==> src/vstu_cfg.svh <==
////////////////////////////////////////////////////////////
// Vector store unit configuration
// Lane count, operand width, queue depth and id space
////////////////////////////////////////////////////////////

`ifndef VSTU_CFG_SVH
`define VSTU_CFG_SVH

// Number of lanes feeding the store unit
`define VSTU_NR_LANES 2

// Bits per lane operand
`define VSTU_ELEN 64

// Store instructions that may be in flight at once
`define VSTU_QUEUE_DEPTH 4

// Size of the instruction id space
`define VSTU_NR_VINSN 8

// Bits of the vector length field
`define VSTU_VL_WIDTH 9

`endif

==> src/vstu_pkg.sv <==
////////////////////////////////////////////////////////////
// Vector store unit types shared by all blocks
////////////////////////////////////////////////////////////

`default_nettype none

`include "vstu_cfg.svh"

package vstu_pkg;

  // Bytes in one W beat, all lanes side by side
  localparam int unsigned BEAT_BYTES = `VSTU_NR_LANES * `VSTU_ELEN / 8;

  // Target functional unit of a sequencer request
  typedef enum logic [1:0] {
    VFU_STORE_UNIT = 2'd0,
    VFU_LOAD_UNIT  = 2'd1,
    VFU_ALU        = 2'd2,
    VFU_OTHER      = 2'd3
  } vfu_e;

  typedef logic [$clog2(`VSTU_NR_VINSN)-1:0] vinsn_id_t;

  // Element width code, bytes = 1 << code
  typedef enum logic [1:0] {
    EW8  = 2'd0,
    EW16 = 2'd1,
    EW32 = 2'd2,
    EW64 = 2'd3
  } vsew_e;

  typedef struct packed {
    vinsn_id_t                 id;
    vfu_e                      vfu;
    logic [`VSTU_VL_WIDTH-1:0] vl;
    vsew_e                     vsew;
  } pe_req_t;

  // Room for vl times 8 bytes
  typedef logic [`VSTU_VL_WIDTH+2:0] byte_cnt_t;

  typedef struct packed {
    vinsn_id_t id;
    byte_cnt_t bytes;
  } store_insn_t;

  typedef logic [`VSTU_ELEN-1:0]     elen_t;
  typedef logic [BEAT_BYTES*8-1:0]   beat_data_t;
  typedef logic [BEAT_BYTES-1:0]     beat_strb_t;
  typedef logic [7:0]                burst_len_t;

  typedef struct packed {
    logic [`VSTU_NR_VINSN-1:0] vinsn_done;
  } pe_resp_t;

endpackage

`default_nettype wire

==> src/vstu_fifo.sv <==
////////////////////////////////////////////////////////////
// Small circular queue with a generic payload
////////////////////////////////////////////////////////////

`timescale 1ns/1ps
`default_nettype none

module vstu_fifo #(
  parameter type         T     = logic,
  parameter int unsigned DEPTH = 4
) (
  input  wire  clk_i,
  input  wire  rst_ni,
  input  logic push_i,
  input  T     data_i,
  input  logic pop_i,
  output T     data_o,
  output logic valid_o,
  output logic full_o
);

  localparam int unsigned PTR_W = (DEPTH > 1) ? $clog2(DEPTH) : 1;

  // Storage has no reset, only the pointers matter
  T                 mem_q [DEPTH];
  logic [PTR_W-1:0] rd_ptr_q, wr_ptr_q;
  logic [PTR_W:0]   count_q;
  logic             do_push, do_pop;

  assign valid_o = (count_q != '0);
  assign full_o  = (count_q == (PTR_W+1)'(DEPTH));
  // Head shown without a register stage
  assign data_o  = mem_q[rd_ptr_q];

  // Drop a push on full and a pop on empty
  assign do_push = push_i && !full_o;
  assign do_pop  = pop_i && valid_o;

  always_ff @(posedge clk_i) begin
    if (do_push) begin
      mem_q[wr_ptr_q] <= data_i;
    end
  end

  always_ff @(posedge clk_i or negedge rst_ni) begin
    if (!rst_ni) begin
      rd_ptr_q <= '0;
      wr_ptr_q <= '0;
      count_q  <= '0;
    end else begin
      if (do_push) begin
        wr_ptr_q <= (wr_ptr_q == PTR_W'(DEPTH-1)) ? '0 : wr_ptr_q + 1'b1;
      end
      if (do_pop) begin
        rd_ptr_q <= (rd_ptr_q == PTR_W'(DEPTH-1)) ? '0 : rd_ptr_q + 1'b1;
      end
      // Simultaneous push and pop leave the count alone
      count_q <= count_q + (PTR_W+1)'(do_push) - (PTR_W+1)'(do_pop);
    end
  end

endmodule

`default_nettype wire

==> src/vstu_decode.sv <==
////////////////////////////////////////////////////////////
// Store request decode
// Filters sequencer requests and queues them for issue
////////////////////////////////////////////////////////////

`timescale 1ns/1ps
`default_nettype none

`include "vstu_cfg.svh"

module vstu_decode import vstu_pkg::*; (
  input  wire                       clk_i,
  input  wire                       rst_ni,
  input  pe_req_t                   pe_req_i,
  input  logic                      pe_req_valid_i,
  input  logic [`VSTU_NR_VINSN-1:0] pe_vinsn_running_i,
  output logic                      pe_req_ready_o,
  output store_insn_t               insn_o,
  output logic                      insn_valid_o,
  input  logic                      insn_pop_i,
  input  logic                      commit_i,
  output logic                      store_pending_o
);

  localparam int unsigned CNT_W = $clog2(`VSTU_QUEUE_DEPTH + 1);

  logic [`VSTU_NR_VINSN-1:0] running_q;
  logic [CNT_W-1:0]          inflight_q;
  logic                      accept;
  // Accepted request, one cycle before it enters the queue
  store_insn_t               stage_insn_q;
  logic                      stage_valid_q;

  assign pe_req_ready_o  = (inflight_q < CNT_W'(`VSTU_QUEUE_DEPTH));
  assign store_pending_o = (inflight_q != '0);

  // Only store-unit requests whose id has retired upstream
  assign accept = pe_req_valid_i && pe_req_ready_o &&
                  (pe_req_i.vfu == VFU_STORE_UNIT) && !running_q[pe_req_i.id];

  ////////////////////////////////////////////////////////////
  // Running ids and in-flight count
  ////////////////////////////////////////////////////////////

  always_ff @(posedge clk_i or negedge rst_ni) begin
    if (!rst_ni) begin
      running_q     <= '0;
      inflight_q    <= '0;
      stage_valid_q <= 1'b0;
    end else begin
      // Sequencer clears ids as they finish everywhere
      running_q <= (running_q & pe_vinsn_running_i) |
                   ((`VSTU_NR_VINSN)'(accept) << pe_req_i.id);
      inflight_q    <= inflight_q + CNT_W'(accept) - CNT_W'(commit_i);
      stage_valid_q <= accept;
    end
  end

  // Byte count is vl scaled by the element width
  always_ff @(posedge clk_i) begin
    if (accept) begin
      stage_insn_q.id    <= pe_req_i.id;
      stage_insn_q.bytes <= byte_cnt_t'(pe_req_i.vl) << pe_req_i.vsew;
    end
  end

  // Issue queue
  vstu_fifo #(
    .T     (store_insn_t),
    .DEPTH (`VSTU_QUEUE_DEPTH)
  ) i_issue_queue (
    .clk_i   (clk_i),
    .rst_ni  (rst_ni),
    .push_i  (stage_valid_q),
    .data_i  (stage_insn_q),
    .pop_i   (insn_pop_i),
    .data_o  (insn_o),
    .valid_o (insn_valid_o),
    .full_o  ()
  );

endmodule

`default_nettype wire

==> src/vstu_execute.sv <==
////////////////////////////////////////////////////////////
// Store execute stage
// Packs lane operands into W beats and tracks bursts
////////////////////////////////////////////////////////////

`timescale 1ns/1ps
`default_nettype none

`include "vstu_cfg.svh"

module vstu_execute import vstu_pkg::*; (
  input  wire                       clk_i,
  input  wire                       rst_ni,
  // Issue queue head
  input  store_insn_t               insn_i,
  input  logic                      insn_valid_i,
  output logic                      insn_pop_o,
  // Address generator
  input  burst_len_t                burst_len_i,
  input  logic                      burst_valid_i,
  output logic                      burst_ready_o,
  // Lanes
  input  elen_t [`VSTU_NR_LANES-1:0] lane_operand_i,
  input  logic  [`VSTU_NR_LANES-1:0] lane_operand_valid_i,
  output logic  [`VSTU_NR_LANES-1:0] lane_operand_ready_o,
  // W channel
  output beat_data_t                w_data_o,
  output beat_strb_t                w_strb_o,
  output logic                      w_last_o,
  output logic                      w_valid_o,
  input  logic                      w_ready_i,
  // Finished instruction to the commit queue
  output vinsn_id_t                 done_id_o,
  output logic                      done_valid_o
);

  // Bytes already sent for the head instruction
  byte_cnt_t  sent_q;
  // Beats already sent in the current burst
  burst_len_t beat_cnt_q;
  byte_cnt_t  remaining;
  logic       fire;
  logic       insn_end;

  assign remaining = insn_i.bytes - sent_q;

  // Head, burst, all lanes and the W sink must line up
  assign fire = insn_valid_i && burst_valid_i && (&lane_operand_valid_i) && w_ready_i;

  assign w_valid_o            = fire;
  assign lane_operand_ready_o = {`VSTU_NR_LANES{fire}};

  // Burst ends when the beat count reaches the length code
  assign w_last_o      = fire && (beat_cnt_q == burst_len_i);
  assign burst_ready_o = w_last_o;

  // Final beat of the instruction
  assign insn_end     = fire && (remaining <= byte_cnt_t'(BEAT_BYTES));
  assign insn_pop_o   = insn_end;
  assign done_valid_o = insn_end;
  assign done_id_o    = insn_i.id;

  ////////////////////////////////////////////////////////////
  // Beat packing
  ////////////////////////////////////////////////////////////

  // Lane bytes are laid out in order, lane 0 in the low bytes
  always_comb begin
    w_data_o = '0;
    w_strb_o = '0;
    if (fire) begin
      for (int unsigned k = 0; k < BEAT_BYTES; k++) begin
        // Only bytes still owed by the instruction are written
        if (byte_cnt_t'(k) < remaining) begin
          w_data_o[8*k +: 8] = lane_operand_i[k/8][8*(k%8) +: 8];
          w_strb_o[k]        = 1'b1;
        end
      end
    end
  end

  ////////////////////////////////////////////////////////////
  // Counters
  ////////////////////////////////////////////////////////////

  always_ff @(posedge clk_i or negedge rst_ni) begin
    if (!rst_ni) begin
      sent_q     <= '0;
      beat_cnt_q <= '0;
    end else if (fire) begin
      // Restart byte count for the next head
      if (insn_end) begin
        sent_q <= '0;
      end else begin
        sent_q <= sent_q + byte_cnt_t'(BEAT_BYTES);
      end
      if (w_last_o) begin
        beat_cnt_q <= '0;
      end else begin
        beat_cnt_q <= beat_cnt_q + 1'b1;
      end
    end
  end

endmodule

`default_nettype wire

==> src/vstu_result.sv <==
////////////////////////////////////////////////////////////
// Store commit stage, retires ids on B responses
////////////////////////////////////////////////////////////

`timescale 1ns/1ps
`default_nettype none

`include "vstu_cfg.svh"

module vstu_result import vstu_pkg::*; (
  input  wire       clk_i,
  input  wire       rst_ni,
  input  vinsn_id_t done_id_i,
  input  logic      done_valid_i,
  input  logic      b_valid_i,
  output logic      b_ready_o,
  output logic      commit_o,
  output logic      store_complete_o,
  output pe_resp_t  pe_resp_o
);

  vinsn_id_t head_id;
  logic      head_valid;
  pe_resp_t  resp_d;

  // Every B beat is taken, even with nothing to retire
  assign b_ready_o        = b_valid_i;
  assign commit_o         = b_valid_i && head_valid;
  assign store_complete_o = commit_o;

  // One-hot done bit for the oldest id
  always_comb begin
    resp_d                     = '0;
    resp_d.vinsn_done[head_id] = commit_o;
  end

  always_ff @(posedge clk_i or negedge rst_ni) begin
    if (!rst_ni) begin
      pe_resp_o <= '0;
    end else begin
      pe_resp_o <= resp_d;
    end
  end

  // Ids in beat order, waiting for their B response
  vstu_fifo #(
    .T     (vinsn_id_t),
    .DEPTH (`VSTU_QUEUE_DEPTH)
  ) i_commit_queue (
    .clk_i   (clk_i),
    .rst_ni  (rst_ni),
    .push_i  (done_valid_i),
    .data_i  (done_id_i),
    .pop_i   (commit_o),
    .data_o  (head_id),
    .valid_o (head_valid),
    .full_o  ()
  );

endmodule

`default_nettype wire

==> src/vstu_top.sv <==
////////////////////////////////////////////////////////////
// Vector store unit top level
// Decode, execute and commit stages
////////////////////////////////////////////////////////////

`timescale 1ns/1ps
`default_nettype none

`include "vstu_cfg.svh"

module vstu_top import vstu_pkg::*; (
  input  wire                        clk_i,
  input  wire                        rst_ni,
  // Sequencer
  input  pe_req_t                    pe_req_i,
  input  logic                       pe_req_valid_i,
  input  logic [`VSTU_NR_VINSN-1:0]  pe_vinsn_running_i,
  output logic                       pe_req_ready_o,
  output pe_resp_t                   pe_resp_o,
  // Address generator
  input  burst_len_t                 burst_len_i,
  input  logic                       burst_valid_i,
  output logic                       burst_ready_o,
  // Lanes
  input  elen_t [`VSTU_NR_LANES-1:0] lane_operand_i,
  input  logic  [`VSTU_NR_LANES-1:0] lane_operand_valid_i,
  output logic  [`VSTU_NR_LANES-1:0] lane_operand_ready_o,
  // Memory W and B channels
  output beat_data_t                 w_data_o,
  output beat_strb_t                 w_strb_o,
  output logic                       w_last_o,
  output logic                       w_valid_o,
  input  logic                       w_ready_i,
  input  logic                       b_valid_i,
  output logic                       b_ready_o,
  // Dispatcher status
  output logic                       store_complete_o,
  output logic                       store_pending_o
);

  store_insn_t insn;
  logic        insn_valid, insn_pop;
  vinsn_id_t   done_id;
  logic        done_valid;
  logic        commit;

  vstu_decode i_decode (
    .clk_i, .rst_ni, .pe_req_i, .pe_req_valid_i, .pe_vinsn_running_i, .pe_req_ready_o,
    .insn_o (insn), .insn_valid_o (insn_valid), .insn_pop_i (insn_pop),
    .commit_i (commit), .store_pending_o
  );

  vstu_execute i_execute (
    .clk_i, .rst_ni,
    .insn_i (insn), .insn_valid_i (insn_valid), .insn_pop_o (insn_pop),
    .burst_len_i, .burst_valid_i, .burst_ready_o,
    .lane_operand_i, .lane_operand_valid_i, .lane_operand_ready_o,
    .w_data_o, .w_strb_o, .w_last_o, .w_valid_o, .w_ready_i,
    .done_id_o (done_id), .done_valid_o (done_valid)
  );

  vstu_result i_result (
    .clk_i, .rst_ni,
    .done_id_i (done_id), .done_valid_i (done_valid),
    .b_valid_i, .b_ready_o, .commit_o (commit), .store_complete_o, .pe_resp_o
  );

endmodule

`default_nettype wire

==> config.mk <==
export PLATFORM = sky130hd
export DESIGN_NAME = vstu_top
export DESIGN_NICKNAME = d
export VERILOG_FILES = /design/src/vstu_pkg.sv /design/src/vstu_fifo.sv /design/src/vstu_decode.sv /design/src/vstu_execute.sv /design/src/vstu_result.sv /design/src/vstu_top.sv
export VERILOG_INCLUDE_DIRS = /design/src
export SDC_FILE = /design/constraint.sdc
export NUM_CORES = 1
export LEC_CHECK = 0
export ABC_AREA = 1
export ABC_CLOCK_PERIOD_IN_PS = 4300
export BUFFER_PORTS_ARGS = -buffer_cell sky130_fd_sc_hd__buf_2
export CAP_MARGIN = 10
export CORE_ASPECT_RATIO = 0.6
export CORE_UTILIZATION = 40
export DETAILED_ROUTE_END_ITERATION = 16
export GPL_TIMING_DRIVEN = 0
export PLACE_DENSITY = 0.76
export SLEW_MARGIN = 10
export SYNTH_ARGS = -nofsm -noshare
export SYNTH_HDL_FRONTEND = slang
export SYNTH_SLANG_ARGS = --single-unit
==> constraint.sdc <==
create_clock -name clk_i -period 4.3 [get_ports clk_i]
set_input_delay 1.29 -clock clk_i [delete_from_list [all_inputs] [get_ports clk_i]]
set_output_delay 1.29 -clock clk_i [all_outputs]
set_load 0.01 [all_outputs]
# Yosys cells after proc, flatten, opt, wreduce, memory -nomap -nowiden
# Memory sizes are Yosys's and may differ from the RTL's.
# Cells that the tools add are included.
# classes
n_mux	48
shift	2
eq_ne	7
n_addsub	13
n_lt_le_gt_ge	21
n_reduce_logical	22
bitwise_logic	3
n_div	0
mul	0
# op_table
op	count
$mux 8	17
$mux 128	1
$lt 4x12->1 const A	8
$lt 3x12->1 const A	4
$lt 1x12->1 const A	2
$lt 2x12->1 const A	2
$mux 1	22
$and 8x8->8	2
$mux 16	1
$logic_and 1x1->1	14
$add 12x5->12 const B	1
$le 12x5->1 const B	1
$mux 12	1
$shl 9x2->12	1
$sub 12x12->12	1
$add 3x1->3	3
$reduce_bool 3->1	3
$sub 3x1->3	3
$add 2x1->2 const B	4
$add 8x1->8 const B	1
$eq 2x2->1 const B	4
$eq 8x8->1	1
$lt 3x4->1 const B	2
$mux 2	4
other kinds (10)	13
# totals
ff_bits	69
mem_bits_rw	72
in_bits	168
output_inout_bits	161
romBits	0
latch_bits	0
memories	2
# memory_table
memory	words	width	rd	rd_clocked_by_memory_dff	write_ports	line	text
i_decode.i_issue_queue.mem_q	4	15	1	0	1	vstu_fifo.sv:25	T mem_q [DEPTH];
i_result.i_commit_queue.mem_q	4	3	1	0	1	vstu_fifo.sv:25	

# Longest topological paths before layout
# logic_depth
depth_word	8
mapped_depth	27

# Modules after synthesis
# From an unflattened synthesis, not the netlist that was laid out.
# hier_totals
cells_unflattened	1030
area_unflattened_um2	8709.6
# modules_own_cells
module	area_each_um2	cells_each	seq_area_each_um2	instances
vstu_execute	3249.4	548	400.4	1
vstu_fifo (i_decode.i_issue_queue)	2896.5	234	1976.9	1
vstu_decode	1315.0	126	750.7	1
vstu_fifo (i_result.i_commit_queue)	959.7	93	535.5	1
vstu_result	289.0	29	200.2	1

# Least setup slack after synthesis
# Ideal clock, no wire load.
# synth_path
path_type	input -> register
start	input pe_req_i[13] (netlist bit)
end	register i_decode.inflight_q[2]
path_buffers	0
t_arrival_ns	3.986
setup_ns	0.129
stages	9
required_time_ns	4.171
path_slack_ns	0.185
path_cell_list	inv_1 -> o21ai_0 -> a21oi_1 -> nor3_1 -> ha_1 -> inv_1 -> fa_1 -> xnor2_1 -> xor2_1
# synth_between
elab_chain_len	6
# synth_lines
item	line	text
from (decl)	vstu_top.sv:15	input pe_req_t pe_req_i,
$bmux 1 s3	vstu_decode.sv:39	(pe_req_i.vfu == VFU_STORE_UNIT) && !running_q[pe_req_i.id];
$mux 1 (implied by the code)	vstu_decode.sv:39	
$logic_not 1->1	vstu_decode.sv:39	
$logic_and 1x1->1	vstu_decode.sv:39	
net i_decode.accept	vstu_decode.sv:29	logic accept;
$add 3x1->3	vstu_decode.sv:54	inflight_q <= inflight_q + CNT_W'(accept) - CNT_W'(commit_i);
$sub 3x1->3	vstu_decode.sv:54	
to (signal assigned)	vstu_decode.sv:54	
to (decl)	vstu_decode.sv:28	logic [CNT_W-1:0] inflight_q;
# The timed path passes the listed nets, and every way through them passes these cells. The select of a mux whose other input is x is not followed.
# A chain may end at the register's enable or synchronous reset.

# Worst setup path in the final report
# layout_path
start	register i_decode.i_issue_queue.rd_ptr_q[0]
end	output w_data_o[37]
# layout_between
elab_chain_len	5
# layout_lines
item	line	text
from (decl)	vstu_fifo.sv:26	logic [PTR_W-1:0] rd_ptr_q, wr_ptr_q;
from (signal assigned)	vstu_fifo.sv:55	rd_ptr_q <= (rd_ptr_q == PTR_W'(DEPTH-1)) ? '0 : rd_ptr_q + 1'b1;
$mem_v2 4x15	--	
$sub 12x12->12	vstu_execute.sv:45	assign remaining = insn_i.bytes - sent_q;
$lt 3x12->1	vstu_execute.sv:74	if (byte_cnt_t'(k) < remaining) begin
$mux 8	vstu_execute.sv:74	
$mux 128	vstu_execute.sv:71	if (fire) begin
to (decl)	vstu_top.sv:29	output beat_data_t w_data_o,
# No other way between the ends.

==> results.cfg <==
[outcome]
outcome = finished with violations
violations = setup timing

[timing]
period_share_pct = 111.4
grt_setup_unrepaired = yes
setup_viol = 144
slew_headroom_pct = 38.55
fin_ws_ns = -0.4923
worst_pin_slew_ns = 0.9208
finalClockSkew_ns = 0.01014
fin_crit_ns = 4.792
fmax_ghz = 0.2087
final_hold_viol_count = 0
finalSetupTns_ns = -60.18
hold_ws_ns = 0.4809
maxSlewViolCount = 0

[logic_synthesis]
yosysUniqueCellTypes = 44
synth_area_um2 = 7853
yosysSeqAreaShare_pct = 49.20
synth_nets = 1141
synth_flop_cell = edfxtp_1
synthArstFlopShare_pct = 36.50
synth_edf_count = 87
ys_ff_latch = 137
yosysWarnings = 0
syn_area_per_cell_um2 = 8.336
syn_inst = 942

[setup_path]
r2r-start = i_decode.i_issue_queue.rd_ptr_q[0]
reg2reg_depth = 28
startpoint_type = flip-flop
end_kind = output pin
path_class = reg2out
arrival_ns = 3.50
worstPathRequired_ns = 3.01
path_max_fanout = 7
reg2reg_to = i_decode.i_issue_queue.count_q[2]
reg2reg_slack_ns = 0.06

[grt]
grt-ovfl-total = 0
grt_max_degree = 51
antenna_found_initial = 0
grt_pass1_wl_um = 46750
grt_pass1_vias = 7637
grt_util_all_layers_pct = 31.80

[detailed_routing]
vias = 8118
viasPerCell = 5.024
drt-total-wl_um = 32650
drc = 0
wl_per_cell_um = 20.21
drt-pass1-iter-count = 6
antenna_left = 0
drt_iter0_markers = 791

[worst_hold_path]
min-delay-path-class = reg2reg
hp-start = i_decode.running_q[3]
min_path_cells = 2
holdPathEnd = i_decode.running_q[3]

[clocking]
clock_path_buffers = 2
numCtsBuffers = 17
cts_sinks = 137
clockRootBuffer = clkbuf_16
clk_latency_ns = 0.42
hold_buffers = 0
cts_max_level = 4
tritoncts = built
clk_pin_slew_worst_paths_ns = 0.06

[placement]
dp.cells = 1536
place_area_um2 = 9844
dp_hpwl_um = 23110
gp_congestion = 0.9969
dp_slack_ns = -0.7786
io_buffers = 327

[power_and_ir_drop]
seq_power_share_pct = 33.1
p_leak_nw = 6.124
combPwrFrac_pct = 41.9
p_int_w = 0.003213
switching_power_w = 0.001957
ir_worst_vdd_v = 0.0003211
powerDensity_nw_per_um2 = 431.3
p_clk_share_pct = 25.0
swShare_pct = 37.86

[floorplanning]
dieArea_um2 = 20210
die_x_um = 182.9
fp.dieH_um = 110.5
core.rowCount = 39
initial_utilization_pct = 41.05
core_um2 = 19130
num_io_pins = 329

[cells_and_area]
area_growth_pct = 52.66
fill_cells = 1590
antennaDiodeCount = 0
stdcell_count = 1616
final_area_um2 = 11990
fin_nets = 1536
drive_above_1_share_pct = 43.11

[run]
cap_violations = 0
-- what timing repair did --
item | 4_1_cts | 5_1_grt
resized for setup | 234 | 72
cloned | 17 | 0
endpoints found under the setup margin | 150 | 151
pin swaps | 30 | 26
buffers inserted | 26 | 5
-- synth_stat cells, types with 4 or more instances --
| cell | count | area (um2) |
|---|---|---|
| edfxtp_1 | 87 | 2613 |
| nand4_1 | 6 | 37.54 |
| a21oi_1 | 17 | 85.08 |
| or2_2 | 4 | 25.02 |
| dfrtp_1 | 50 | 1251 |
| nor2_2 | 9 | 56.30 |
| o21ai_0 | 51 | 255.2 |
| nand3_2 | 9 | 90.09 |
| buf_4 | 4 | 30.03 |
| o22ai_1 | 10 | 62.56 |
| ha_1 | 28 | 350.3 |
| inv_1 | 215 | 807.0 |
| mux2i_1 | 10 | 100.1 |
| inv_2 | 6 | 22.52 |
| nand3b_1 | 4 | 30.03 |
| xor2_1 | 13 | 113.9 |
| nand2_4 | 8 | 90.09 |
| nand2_2 | 6 | 37.54 |
| clkbuf_1 | 9 | 33.78 |
| xnor2_1 | 8 | 70.07 |
| nand2_1 | 121 | 454.2 |
| nor2_1 | 192 | 720.7 |
| nor3_1 | 10 | 50.05 |
| nand3_1 | 34 | 170.2 |
-- cell usage in the layout, fill, tap and decap left out, types with 37 or more instances in the layout --
cell type	netlist	routed
buf_4	4	40
inv_1	215	203
buf_6	3	44
o21ai_0	51	42
buf_2	1	283
nand2_1	121	108
edfxtp_1	87	87
nor2_4	1	37
dfrtp_1	50	48
nor2_1	192	132
-- worst max-delay path, stage by stage, from the launching register on --
cell and delay, ns:
dfrtp_2 0.44, inv_2 0.08, buf_6 0.12, clkbuf_16 0.16, nor2_4 0.05, o22ai_4 0.21
ha_4 0.26, a21oi_2 0.17, nand2_1 0.12, nand2_1 0.11, nand2_1 0.07, nand3_1 0.07
nand2_1 0.06, nand2_2 0.08, nand2_2 0.06, nand2_2 0.07, nand3_4 0.09, nor2_8 0.16
buf_8 0.17, nand3_4 0.12, nand2_8 0.18, nor2_4 0.08, buf_6 0.13
-- power by group through the flow --
stage	combinational, W	sequential (W)	clock, W
6_report	0.00217	0.00171	0.00129
2_1_floorplan	0.00105	0.00171	0
4_1_cts	0.00190	0.00170	0.00130
3_3_place_gp	0.00143	0.00172	0
3_5_place_dp	0.00149	0.00173	0
5_1_grt	0.00235	0.00173	0.00136
-- sequential cells by signal, indices dropped and copies added (netlist names) --
name	count
i_result.i_commit_queue.wr_ptr_q	2
i_decode.running_q	8
i_result.pe_resp_o	8
i_decode.i_issue_queue.wr_ptr_q	2
i_decode.inflight_q	3
i_result.i_commit_queue.count_q	3
i_decode.i_issue_queue.count_q	3
i_execute.sent_q	8
i_execute.beat_cnt_q	8
i_result.i_commit_queue.mem_q	12
i_decode.i_issue_queue.mem_q	60
i_decode.i_issue_queue.rd_ptr_q	2
i_decode.stage_valid_q	1
i_decode.stage_insn_q	15
i_result.i_commit_queue.rd_ptr_q	2
-- routing by layer --
metal	vias up	part of all wire (%)	wire length, um	global-route usage [%]
li1	3731	-	-	-
met1	3795	39	12760	40.72
met2	510	44	14230	46.97
met3	78	13	4340	15.34
met4	4	3.4	1122	10.44
met5	-	0.61	199	0
-- how the worst max path moves through the flow --
| stage | cells after the start | slack, ns | endpoint | from |
|---|---|---|---|---|
| detailed placement | 23 | -0.78 | w_data_o[89] | i_decode.i_issue_queue.rd_ptr_q[0] |
| global route | 22 | -0.59 | w_data_o[89] | i_decode.i_issue_queue.rd_ptr_q[0] |
| CTS | 23 | -0.36 | w_data_o[39] | i_decode.i_issue_queue.rd_ptr_q[0] |
| floorplan | 9 | 0.19 | i_decode.inflight_q[2] | pe_req_i[13] |
| finish | 22 | -0.49 | w_data_o[37] | i_decode.i_issue_queue.rd_ptr_q[0] |
| global placement | 23 | -0.79 | w_data_o[89] | i_decode.i_issue_queue.rd_ptr_q[0] |
-- final cells by class --
class	instances	area, um2	area share [%]
tap	266	332.8	2.776
clock buffer	21	450.4	3.757
sequential	137	3866	32.25
clock inverter	11	72.57	0.6054
inverter	221	862.1	7.191
timing repair buffer	360	2166	18.07
multi-input combinational	581	4004	33.40
buffer	19	234.0	1.952
-- stage by stage --
| stage | utilization (%) | power (W) |
|---|---|---|
| 3_5_place_dp | 51.47 | 0.003216 |
| 3_3_place_gp | 51.35 | 0.003151 |
| 5_1_grt | 62.67 | 0.005445 |
| 2_1_floorplan | - | 0.002762 |
| 4_1_cts | 60.79 | 0.004905 |
| 6_report | 62.67 | 0.005170 |
-- logic make-up (layout without fill, tap and decap cells) --
family / Yosys count / after routing / share of synthesized area, %
compound gates: 87 / 87 / 6.023
xor+xnor: 21 / 21 / 2.342
fa+ha+maj: 31 / 31 / 5.226
buf+inv: 240 / 632 / 11.97
flops: 137 / 137 / 49.20
mux: 10 / 10 / 1.275
other cells: 2 / 2 / 0.09564
simple gates: 414 / 430 / 23.87
No activity file was read; power rests on OpenSTA's default activity.
